<file path="src/rtl/bus_map_pkg.sv">
package bus_map_pkg;

  typedef logic [1:0] map_mode_t;
  typedef logic [10:0] chipselect_t;

  localparam map_mode_t map_boot = 2'd3; // Any other code selects the default map

  localparam int cs_ssram = 0;
  localparam int cs_encoder = 1;
  localparam int cs_switches = 2;
  localparam int cs_uart1 = 3;
  localparam int cs_uart0 = 4;
  localparam int cs_led_matrix = 5;
  localparam int cs_int_ram = 6;
  localparam int cs_int_rom = 7;
  localparam int cs_lcd = 8;
  localparam int cs_vectors = 9;
  localparam int cs_sd_card = 10;

  localparam logic [31:0] boot_ram_base = 32'h0000_0000, boot_ram_limit = 32'h0000_3fff;
  localparam logic [31:0] boot_ssram_base = 32'h0000_4000, boot_ssram_limit = 32'h000f_ffff;
  localparam logic [31:0] ssram_base = 32'h0000_0000, ssram_limit = 32'h000f_ffff;
  localparam logic [31:0] led_base = 32'h0080_0000, led_limit = 32'h0080_07ff;
  localparam logic [31:0] uart0_base = 32'h0080_0800, uart0_limit = 32'h0080_0807;
  localparam logic [31:0] uart1_base = 32'h0080_0808, uart1_limit = 32'h0080_080f;
  localparam logic [31:0] switches_base = 32'h0080_0810, switches_limit = 32'h0080_0813;
  localparam logic [31:0] encoder_base = 32'h0080_0814, encoder_limit = 32'h0080_081f;
  localparam logic [31:0] sd_card_base = 32'h0080_0820, sd_card_limit = 32'h0080_0827;
  localparam logic [31:0] lcd_base = 32'h0080_0c00, lcd_limit = 32'h0080_0cff;
  localparam logic [31:0] int_ram_base = 32'hffff_8000, int_ram_limit = 32'hffff_bfff;
  localparam logic [31:0] int_rom_base = 32'hffff_c000, int_rom_limit = 32'hffff_ffbf;
  localparam logic [31:0] vectors_base = 32'hffff_ffc0, vectors_limit = 32'hffff_ffff;

endpackage

</file>
<file path="src/rtl/bus_xfer_pkg.sv">
package bus_xfer_pkg;

  localparam int master_cpu = 0;
  localparam int master_vga = 1;

  typedef logic [1:0] grant_t; // At most one bit set

  typedef enum logic [1:0] {
    seq_idle,
    seq_start,
    seq_pre,
    seq_post
  } seq_state_t;

  typedef logic [31:0] addr_t;
  typedef logic [31:0] data_t;
  typedef logic [3:0] be_t;

  // Grant codes used by the arbiter
  localparam grant_t grant_none = 2'b00;
  localparam grant_t grant_cpu = 2'b01;
  localparam grant_t grant_vga = 2'b10;

endpackage

</file>
<file path="src/rtl/bus_request_if.sv">
`timescale 1ns/10ps

interface bus_request_if import bus_xfer_pkg::*; ();

  addr_t address;
  logic read;
  logic write;
  be_t be;
  data_t writedata;

  modport mux (
    output address,
    output read,
    output write,
    output be,
    output writedata
  );

  modport sequencer (
    input read,
    input write
  );

  modport decoder (
    input address
  );

endinterface

</file>
<file path="src/rtl/bus_sequencer.sv">
`timescale 1ns/10ps

module bus_sequencer import bus_xfer_pkg::*; #(
  parameter logic [3:0] WAIT_STATES = 4'd0
) (
  input logic clock,
  input logic reset_n,
  input logic cpu_read,
  input logic cpu_write,
  input logic vga_read,
  bus_request_if.sequencer bus,
  output grant_t grant,
  output logic cycle_active,
  output logic start,
  output logic cpu_wait,
  output logic vga_wait
);

  seq_state_t state;
  seq_state_t state_next;
  grant_t grant_next;
  logic [3:0] delay;
  logic [3:0] delay_next;
  logic request_held;

  assign request_held = bus.read | bus.write; // Granted master still asking
  assign cycle_active = (state != seq_idle);
  assign start = (state == seq_start);

  // Only the granted master is released, and only in post
  assign cpu_wait = !(grant[master_cpu] && state == seq_post);
  assign vga_wait = !(grant[master_vga] && state == seq_post);

  always_ff @(posedge clock or negedge reset_n) begin
    if (!reset_n) begin
      state <= seq_idle;
      grant <= grant_none;
      delay <= 4'd0;
    end else begin
      state <= state_next;
      grant <= grant_next;
      delay <= delay_next;
    end
  end

  always_comb begin
    state_next = state;
    grant_next = grant;
    delay_next = delay;
    case (state)
      seq_idle: begin
        if (cpu_read | cpu_write) begin // CPU wins ties
          state_next = seq_start;
          grant_next = grant_cpu;
        end else if (vga_read) begin
          state_next = seq_start;
          grant_next = grant_vga;
        end
      end
      seq_start: begin
        delay_next = WAIT_STATES;
        if (request_held) begin
          state_next = seq_pre;
        end else begin
          state_next = seq_idle;
          grant_next = grant_none;
        end
      end
      seq_pre: begin
        if (!request_held) begin // Abort
          state_next = seq_idle;
          grant_next = grant_none;
          delay_next = 4'd0;
        end else if (delay == 4'd0) begin
          state_next = seq_post;
        end else begin
          delay_next = delay - 4'd1;
        end
      end
      seq_post: begin
        if (!request_held) begin
          state_next = seq_idle;
          grant_next = grant_none;
        end
      end
      default: begin
        state_next = seq_idle;
        grant_next = grant_none;
      end
    endcase
  end

endmodule

</file>
<file path="src/rtl/master_mux.sv">
`timescale 1ns/10ps

module master_mux import bus_xfer_pkg::*; (
  input addr_t cpu_address,
  input logic cpu_read,
  input logic cpu_write,
  input be_t cpu_be,
  input data_t cpu_writedata,
  input addr_t vga_address,
  input logic vga_read,
  input grant_t grant,
  bus_request_if.mux bus
);

  logic sel_cpu;
  logic sel_vga;

  assign sel_cpu = grant[master_cpu];
  assign sel_vga = grant[master_vga];

  // Masked contributions ORed together, so no grant gives all zero
  assign bus.address = ({$bits(addr_t){sel_cpu}} & cpu_address)
                     | ({$bits(addr_t){sel_vga}} & vga_address);

  assign bus.read = (sel_cpu & cpu_read) | (sel_vga & vga_read);

  assign bus.write = sel_cpu & cpu_write; // VGA only reads

  assign bus.be = ({$bits(be_t){sel_cpu}} & cpu_be)
                | {$bits(be_t){sel_vga}}; // Full word fetches

  assign bus.writedata = {$bits(data_t){sel_cpu}} & cpu_writedata;

endmodule

</file>
<file path="src/rtl/address_decoder.sv">
`timescale 1ns/10ps

module address_decoder import bus_map_pkg::*; (
  input map_mode_t map,
  bus_request_if.decoder bus,
  input logic cycle_active,
  output chipselect_t chipselect
);

  chipselect_t cs;
  logic boot;

  function automatic logic in_range(
    input logic [31:0] addr,
    input logic [31:0] base,
    input logic [31:0] limit
  );
    in_range = (addr >= base) && (addr <= limit);
  endfunction

  assign boot = (map == map_boot);

  always_comb begin
    cs = '0;
    if (boot && in_range(bus.address, boot_ram_base, boot_ram_limit)) begin
      cs[cs_int_ram] = 1'b1; // RAM at the bottom for booting
    end else if (boot && in_range(bus.address, boot_ssram_base, boot_ssram_limit)) begin
      cs[cs_ssram] = 1'b1;
    end else if (!boot && in_range(bus.address, ssram_base, ssram_limit)) begin
      cs[cs_ssram] = 1'b1;
    end else if (in_range(bus.address, led_base, led_limit)) begin
      cs[cs_led_matrix] = 1'b1;
    end else if (in_range(bus.address, uart0_base, uart0_limit)) begin
      cs[cs_uart0] = 1'b1;
    end else if (in_range(bus.address, uart1_base, uart1_limit)) begin
      cs[cs_uart1] = 1'b1;
    end else if (in_range(bus.address, switches_base, switches_limit)) begin
      cs[cs_switches] = 1'b1;
    end else if (in_range(bus.address, encoder_base, encoder_limit)) begin
      cs[cs_encoder] = 1'b1;
    end else if (in_range(bus.address, sd_card_base, sd_card_limit)) begin
      cs[cs_sd_card] = 1'b1; // SPI
    end else if (in_range(bus.address, lcd_base, lcd_limit)) begin
      cs[cs_lcd] = 1'b1;
    end else if (!boot && in_range(bus.address, int_ram_base, int_ram_limit)) begin
      cs[cs_int_ram] = 1'b1;
    end else if (in_range(bus.address, int_rom_base, int_rom_limit)) begin
      cs[cs_int_rom] = 1'b1;
    end else if (in_range(bus.address, vectors_base, vectors_limit)) begin
      cs[cs_vectors] = 1'b1;
    end
  end

  assign chipselect = cycle_active ? cs : '0; // Quiet between cycles

endmodule

</file>
<file path="src/rtl/bus_fabric.sv">
`timescale 1ns/10ps

module bus_fabric import bus_map_pkg::*, bus_xfer_pkg::*; #(
  parameter logic [3:0] WAIT_STATES = 4'd0
) (
  input logic clock,
  input logic reset_n,
  input logic [31:0] cpu_address,
  input logic [31:0] vga_address,
  input logic cpu_read,
  input logic vga_read,
  input logic cpu_write,
  input logic [3:0] cpu_be,
  input logic [31:0] cpu_writedata,
  input logic [1:0] map,
  output logic [31:0] address,
  output logic read,
  output logic write,
  output logic cpu_wait,
  output logic vga_wait,
  output logic start,
  output logic burst,
  output logic burst_adv,
  output logic [3:0] be,
  output logic [31:0] writedata,
  output logic [10:0] chipselect
);

  bus_request_if bus ();

  grant_t grant;
  logic cycle_active;
  chipselect_t cs;

  assign burst = 1'b0; // No burst support
  assign burst_adv = 1'b0;

  assign address = bus.address;
  assign read = bus.read;
  assign write = bus.write;
  assign be = bus.be;
  assign writedata = bus.writedata;
  assign chipselect = cs;

  bus_sequencer #(
    .WAIT_STATES(WAIT_STATES)
  ) u_sequencer (
    .clock(clock),
    .reset_n(reset_n),
    .cpu_read(cpu_read),
    .cpu_write(cpu_write),
    .vga_read(vga_read),
    .bus(bus.sequencer),
    .grant(grant),
    .cycle_active(cycle_active),
    .start(start),
    .cpu_wait(cpu_wait),
    .vga_wait(vga_wait)
  );

  master_mux u_mux (
    .cpu_address(cpu_address),
    .cpu_read(cpu_read),
    .cpu_write(cpu_write),
    .cpu_be(cpu_be),
    .cpu_writedata(cpu_writedata),
    .vga_address(vga_address),
    .vga_read(vga_read),
    .grant(grant),
    .bus(bus.mux)
  );

  address_decoder u_decoder (
    .map(map_mode_t'(map)),
    .bus(bus.decoder),
    .cycle_active(cycle_active),
    .chipselect(cs)
  );

endmodule

</file>
<file path="config.mk">
export PLATFORM = sky130hd
export DESIGN_NAME = bus_fabric
export DESIGN_NICKNAME = d
export VERILOG_FILES = /design/src/rtl/bus_map_pkg.sv /design/src/rtl/bus_xfer_pkg.sv /design/src/rtl/bus_request_if.sv /design/src/rtl/bus_sequencer.sv /design/src/rtl/master_mux.sv /design/src/rtl/address_decoder.sv /design/src/rtl/bus_fabric.sv
export SDC_FILE = /design/constraint.sdc
export NUM_CORES = 1
export LEC_CHECK = 0
export ABC_AREA = 0
export BUFFER_PORTS_ARGS = -buffer_cell sky130_fd_sc_hd__buf_2
export CORE_MARGIN = 3
export CORE_UTILIZATION = 37
export DETAILED_ROUTE_END_ITERATION = 10
export PLACE_DENSITY = 0.92
export RECOVER_POWER = 50
export SYNTH_ARGS = -nofsm -noshare
export SYNTH_HDL_FRONTEND = slang
export SYNTH_SLANG_ARGS = --single-unit
</file>
<file path="constraint.sdc">
create_clock -name clock -period 2.1 [get_ports clock]
set_input_delay 0.21 -clock clock [delete_from_list [all_inputs] [get_ports clock]]
set_output_delay 0.21 -clock clock [all_outputs]
set_load 0.05 [all_outputs]
</file>
==> key figures, run 1 <==
Logic synthesis
  • Cell variety after synth: 53
  • Async SR Flop Fraction: 100%
  • Post-Syn Instances: 264
  • Post-synthesis sequential area ratio: 10.2%
  • Top cell type's share of synthesized area: 11.1%
  • Yosys top cell by area: a22o_1
  • Avg Synthesized Cell Area: 7.46 um2
  • Cell Area, Synth: 1970 um2
  • Post-synth EDFFs: 0
  • Synth Register Bits: 8
  • Synth Flop Type: dfrtp_1
  • Synth Warn #: 0
  • Synth top area cells: a22o_1 (11%), and2_1 (11%), dfrtp_1 (10%)

Die
  • Die area: 6230 um2
  • Die Wd: 79.0 um
  • Core area: 4940 um2
  • Row count: 25
  • I/O pin cnt: 193
  • Initial Util: 39.8%
  • Die height: 79.0 um

Timing
  • Fin worst setup slack: -0.410 ns
  • Fin crit period: 2.51 ns
  • RSZ-0062 raised after global routing: true
  • Fin. max-slew vios: 0
  • Slew @ Worst Pin: 0.617 ns
  • Relative slew margins: 59.1%
  • Setup total negative slack: -3.20 ns
  • Hold WS: 0.325 ns
  • Peak Freq: 0.398 GHz
  • Final cycle utilization of the critical path: 120%
  • Fin. Hold Viols: 0
  • Clock Skews: 0.00657 ns
  • Final setup vio count: 11

Pwr
  • Clock Power Share: 3.2%
  • Switching share of power: 63.4%
  • Internal power: 2.33 mW
  • Overall Power: 6.35 mW
  • Switching power: 4.03 mW
  • Power Density: 1580 nW/um2
  • Sequential share of power: 4.0%
  • Worst VDD drop: 1040 uV
  • Pleak: 2.09 nW
  • Combinational power share: 92.9%

Clock network
  • CTS Buffer Depth: 2
  • Root Driver: clkbuf_8
  • Clk_lat worst skew: 0.23 ns
  • CTS tree: built
  • Clk pin slew, worst setup/hold paths: 0.05 ns
  • CTS H-tree lvls: 1
  • Clock tree sinks: 8
  • CTS Buf Count: 3

Routing
  • Initial DRT Pass Iterations: 6
  • Routed WL per cell: 20.2 um
  • Post-route ant nets: 0
  • Vias per cell: 5.94
  • Iteration-0 DRC Markers: 347
  • DRC viols: 0
  • Routed WL: 12000 um
  • Routed vias: 3525

Layout
  • Most frequent cells in the layout: buf_2 (172), buf_4 (71), and2_1 (34)
  • Share of cells above drive strength 1: 62.0%
  • Diodes inserted: 0
  • # fillers: 334
  • Final nets: 641
  • Layout area overhead: 104%
  • Commonest non-fill, non-tap cell in the layout: buf_2

GRT
  • Vias in the first global route: 3438
  • Overflow after GRT: 0
  • Largest net degree at the start of global routing: 18
  • First-pass GRT wire length: 17000 um
  • Initial antenna violation count: 0
  • Total GRT Usage: 34.0%

Critical path
  • Crit path kind: flip-flop to output port
  • Worst path cell trace: buf_6, buf_8, a22oi_2, nand4_1, buf_4, o21a_1, o21ai_2, nor4b_4, buf_6
  • Worst R2R End: u_sequencer.delay[2]
  • Crit. path cell count: 9
  • Most frequent CP cell: buf_6
  • Worst Setup EP: chipselect[3]
  • R2r startpoint: u_sequencer.grant[0]
  • Worst Reg2Reg Path Length in Cells: 7
  • Worst Setup End Kind: output port
  • Max FO, Critical Path: 8
  • Crit-path slowest cell: dfrtp_2
  • Arr. time, crit path: 2.30 ns
  • Top delay family on crit path: buffers and inverters
  • R2r setup slk: 0.24 ns
  • Buf/Inv on CP: 4
  • CP startpoint: u_sequencer.grant[1]
  • CP startpoint kind: flip-flop
  • Largest stage delay, worst path: 0.42 ns
  • WP data required: 1.89 ns

Hold path
  • Min-Delay Path Class: primary input to flip-flop
  • Min-delay src: cpu_write

Placement
  • Count of buffers from port buffering: 190
  • HPWL after detailed placement: 8150 um
  • Dpl ws: -0.215 ns
  • RePlAce Congestion: 0.926

Job
  • Max cap viols: 0

Run status
  • Run status: finished, violations left
  • Failing checks: negative setup slack
-- layout make-up --
type                    count  area (um2)  share of cell area [%]
clock buffers               4        45.0                    1.12
inverters                  11        43.8                    1.09
multi-input cells         227        1890                    47.0
flip-flops and latches      8         203                    5.05
well taps                  67        83.8                    2.09
repair buffers            276        1750                    43.6
-- flip-flops by register name, summed over array words and instances (netlist names) --
signal             count
u_sequencer.grant      2
u_sequencer.delay      4
u_sequencer.state      2
-- per-layer routing --
layer  GRT usage [%]  up-vias  part of all wire [%]
li1                -     1534                     -
met1            38.0     1583                    35
met2            61.9      323                    47
met3            7.71       85                    12
met4            13.6        0                   6.0
met5               0        -                     0
-- worst min path at each step --
stage,slack [ns],end,depth (start not counted)
floorplan,-0.09,u_sequencer.delay[0],0
global placement,0.06,u_sequencer.state[0],1
detailed placement,0.06,u_sequencer.state[1],1
CTS,0.32,u_sequencer.grant[1],3
global route,0.35,u_sequencer.grant[1],3
finish,0.32,u_sequencer.grant[1],3
-- kinds of logic after synthesis --
kind of cell	after synthesis	share of synthesized area, %
mux	2	1.02
buf+inv	30	8.70
compound gates	96	40.0
flops	8	10.2
other cells	1	0.190
fa+ha+maj	7	4.45
simple gates	120	35.5
-- power by group through the flow --
stage	sequential [mW]	clock, mW	combinational, mW
after floorplan	0.218	0	3.73
after global placement	0.277	0	4.94
after detailed placement	0.286	0	5.06
after CTS	0.250	0.202	5.55
after global routing	0.259	0.215	6.13
final	0.252	0.202	5.90
-- worst min-delay path: cells and delay by family --
| kind | cells | cell delay, ns |
|---|---|---|
| buffers and inverters | 1 | 0.08 |
| AO/OA/AOI/OAI | 1 | 0.09 |
| AND/OR/NAND/NOR | 1 | 0.13 |
-- per-stage QoR --
stage / utilization, % / area (um2) / instances
6_report: 81.2 / 4010 / 593
5_1_grt: 81.2 / 4010 / 593
4_1_cts: 78.9 / 3900 / 588
3_5_place_dp: 71.3 / 3520 / 572
3_3_place_gp: 71.3 / 3520 / 572
2_1_floorplan: - / 2100 / 265
-- Yosys cell counts (8+ instances only) --
master,number
o21ai_0,10
nand4_1,8
inv_1,10
dfrtp_1,8
nor2_1,14
o21ai_1,10
a22oi_1,9
nand2_1,17
and2_1,34
a22o_1,25
nand3_1,20
-- timing repair --
item	CTS	global route
pin swaps	16	12
endpoints found under the hold margin	8	0
buffers inserted	11	5
resized for setup	53	22
hold buffers	1	0
endpoints found under the setup margin	11	11
Power figures use the tool's default switching activity.
==> inputs of run 2 (changes only) <==
--- a/config.mk
+++ b/config.mk
@@ -12,6 +12,7 @@
 export DETAILED_ROUTE_END_ITERATION = 10
 export PLACE_DENSITY = 0.92
 export RECOVER_POWER = 50
+export SLEW_MARGIN = 20
 export SYNTH_ARGS = -nofsm -noshare
 export SYNTH_HDL_FRONTEND = slang
 export SYNTH_SLANG_ARGS = --single-unit
==> constraint.sdc (replaced) <==
create_clock -name clock -period 2.4 [get_ports clock]
set_input_delay 0.24 -clock clock [delete_from_list [all_inputs] [get_ports clock]]
set_output_delay 0.24 -clock clock [all_outputs]
set_load 0.05 [all_outputs]
==> key figures, run 2 (synthesis results as in run 1) <==
Critical path
  • CP startpoint: u_sequencer.grant[0]
  • Worst R2R End: u_sequencer.delay[2]
  • Crit path kind: flip-flop to output port
  • R2r startpoint: u_sequencer.grant[0]
  • Max FO, Critical Path: 8 (unchanged)
  • R2r setup slk: 0.59 ns (+0.35 ns)
  • Worst Reg2Reg Path Length in Cells: 7 (unchanged)
  • CP startpoint kind: flip-flop
  • Arr. time, crit path: 2.23 ns (-0.07 ns)
  • WP data required: 2.16 ns (+0.27 ns)
  • Worst Setup End Kind: output port
  • Worst Setup EP: chipselect[2]

Layout
  • Final nets: 600 (-6.4%)
  • Area of the multi-input gates: 1770 um2 (-6.3%)
  • Layout area overhead: 77.2%
  • Final Cell Area: 3490 um2 (-13%)
  • Top flop regs: u_sequencer.delay: 4 flops, u_sequencer.grant: 2 flops, u_sequencer.state: 2 flops
  • # fillers: 413 (+24%)
  • Share of cells above drive strength 1: 50.7% (-11 points)
  • Final design utilization: 70.6% (-11 points)
  • Top reg by flops: u_sequencer.delay
  • Sequential cell area: 203 um2 (unchanged)
  • Commonest non-fill, non-tap cell in the layout: buf_2
  • Diodes inserted: 0 (unchanged)
  • Most frequent cells in the layout: buf_2 (145), clkbuf_1 (37), buf_4 (36)
  • Max reg flops: 4 (unchanged)

Routing
  • WL met3: 712 um (-49%)
  • Met2 wire len: 4760 um (-15%)
  • Routed vias: 3058 (-13%)
  • Top Layer Used: met4
  • Routed WL: 9320 um (-22%)
  • Post-route ant nets: 0 (unchanged)
  • Initial DRT Pass Iterations: 4 (-2)
  • Vias per cell: 5.54 (-6.8%)
  • Routed length on met1: 3630 um (-14%)
  • Iteration-0 DRC Markers: 165 (-52%)
  • DRC viols: 0 (unchanged)
  • Routed WL per cell: 16.9 um (-16%)

Die
  • Die height: 79.0 um (unchanged)
  • Die area: 6230 um2 (unchanged)
  • Die Wd: 79.0 um (unchanged)
  • Initial Util: 39.8% (unchanged)
  • I/O pin cnt: 193 (unchanged)
  • Row count: 25 (unchanged)
  • Core area: 4940 um2 (unchanged)

Clock network
  • CTS Buffer Depth: 2 (unchanged)
  • CTS H-tree lvls: 1 (unchanged)
  • CTS tree: built
  • Clock tree sinks: 8 (unchanged)
  • Clk_lat worst skew: 0.25 ns (+0.02 ns)
  • Clk pin slew, worst setup/hold paths: 0.05 ns (about the same)
  • CTS Buf Count: 3 (unchanged)
  • Root Driver: clkbuf_8

Timing
  • Final cycle utilization of the critical path: 103%
  • Final setup vio count: 4 (-7)
  • Fin. max-slew vios: 0 (unchanged)
  • Fin crit period: 2.47 ns
  • Slew @ Worst Pin: 0.609 ns (-0.00812 ns)
  • Peak Freq: 0.405 GHz
  • Fin. Hold Viols: 0 (unchanged)
  • Relative slew margins: 59.6% (+0.54 points)
  • Fin worst setup slack: -0.0666 ns (+0.343 ns)
  • Clock Skews: 0.00261 ns (-0.00396 ns)
  • RSZ-0062 raised after global routing: true

Pwr
  • Worst VDD drop: 1010 uV (-3.5%)
  • Power Density: 1410 nW/um2 (-11%)
  • Overall Power: 4.91 mW (-23%)
  • Pleak: 1.75 nW (-16%)

Run status
  • Run status: finished, violations left
  • Failing checks: negative setup slack

GRT
  • Largest net degree at the start of global routing: 27 (+9)
  • Overflow after GRT: 0 (unchanged)
  • Vias in the first global route: 2896 (-16%)
  • First-pass GRT wire length: 14100 um (-17%)
  • Total GRT Usage: 27.5% (-6.5 points)
  • Initial antenna violation count: 0 (unchanged)

Placement
  • Placed instance area: 3110 um2 (-12%)
  • RePlAce Congestion: 0.978 (+5.5%)
  • Count of buffers from port buffering: 190 (unchanged)
  • HPWL after detailed placement: 7260 um (-11%)

Hold path
  • Min-Delay Path Class: primary input to flip-flop

Job
  • Max cap viols: 0 (unchanged)
-- run 2: worst min-delay path by stage --
| stage | from | endpoint | slack (ns) | depth (start not counted) |
|---|---|---|---|---|
| 2_1_floorplan | reset_n | u_sequencer.delay[0] | -0.06 | 0 |
| 3_3_place_gp | reset_n | u_sequencer.delay[0] | 0.09 | 1 |
| 3_5_place_dp | reset_n | u_sequencer.delay[1] | 0.1 | 1 |
| 5_1_grt | cpu_read | u_sequencer.grant[1] | 0.35 | 3 |
| 6_report | cpu_read | u_sequencer.grant[1] | 0.35 | 3 |
| 4_1_cts | cpu_read | u_sequencer.grant[1] | 0.34 | 3 |
-- run 2: repair_timing --
| action | in CTS | in global routing |
|---|---|---|
| hold buffers | 1 | 0 |
| resized for setup | 37 | 24 |
| endpoints found under the setup margin | 10 | 10 |
| pin swaps | 19 | 16 |
| buffers inserted | 12 | 7 |
| endpoints found under the hold margin | 8 | 0 |
-- run 2: power breakdown --
group / switching (mW) / internal [mW] / leakage (nW)
logic: 3.09 / 1.40 / 1.63
clock network: 0.0727 / 0.117 / 0.0228
registers: 0.0511 / 0.171 / 0.104
-- run 2: per-layer routing --
metal  up-vias  track usage (%)
met4         0             7.73
li1       1456                -
met1      1406             32.9
met3        22             3.85
met2       174             50.8
met5         -                0
-- run 2: critical path: stages (launching register included) --
cell and delay [ns]:
dfrtp_2 0.45, buf_12 0.16, buf_4 0.13, a22o_4 0.28, buf_4 0.15, o41ai_2 0.32
nor3_1 0.09, and4bb_1 0.23, buf_6 0.16
-- run 2: metrics by stage --
stage / setup slack (ns) / std cells / hold WS [ns] / TNS (ns)
final: -0.0666 / 552 / 0.346 / -0.129
after global routing: -0.161 / 552 / 0.350 / -0.617
after CTS: -0.0194 / 545 / 0.344 / -0.0427
after detailed placement: 0.0294 / 528 / 0.0963 / 0
after global placement: 0.0314 / 528 / 0.0872 / 0
after floorplan: -0.173 / 265 / -0.0556 / -0.321
-- run 2: area by class of cell --
class	count	share of cell area, %
flip-flops and latches	8	5.81
well taps	67	2.40
multi-input cells	227	50.7
inverters	11	1.18
repair buffers	235	38.7
clock buffers	4	1.29
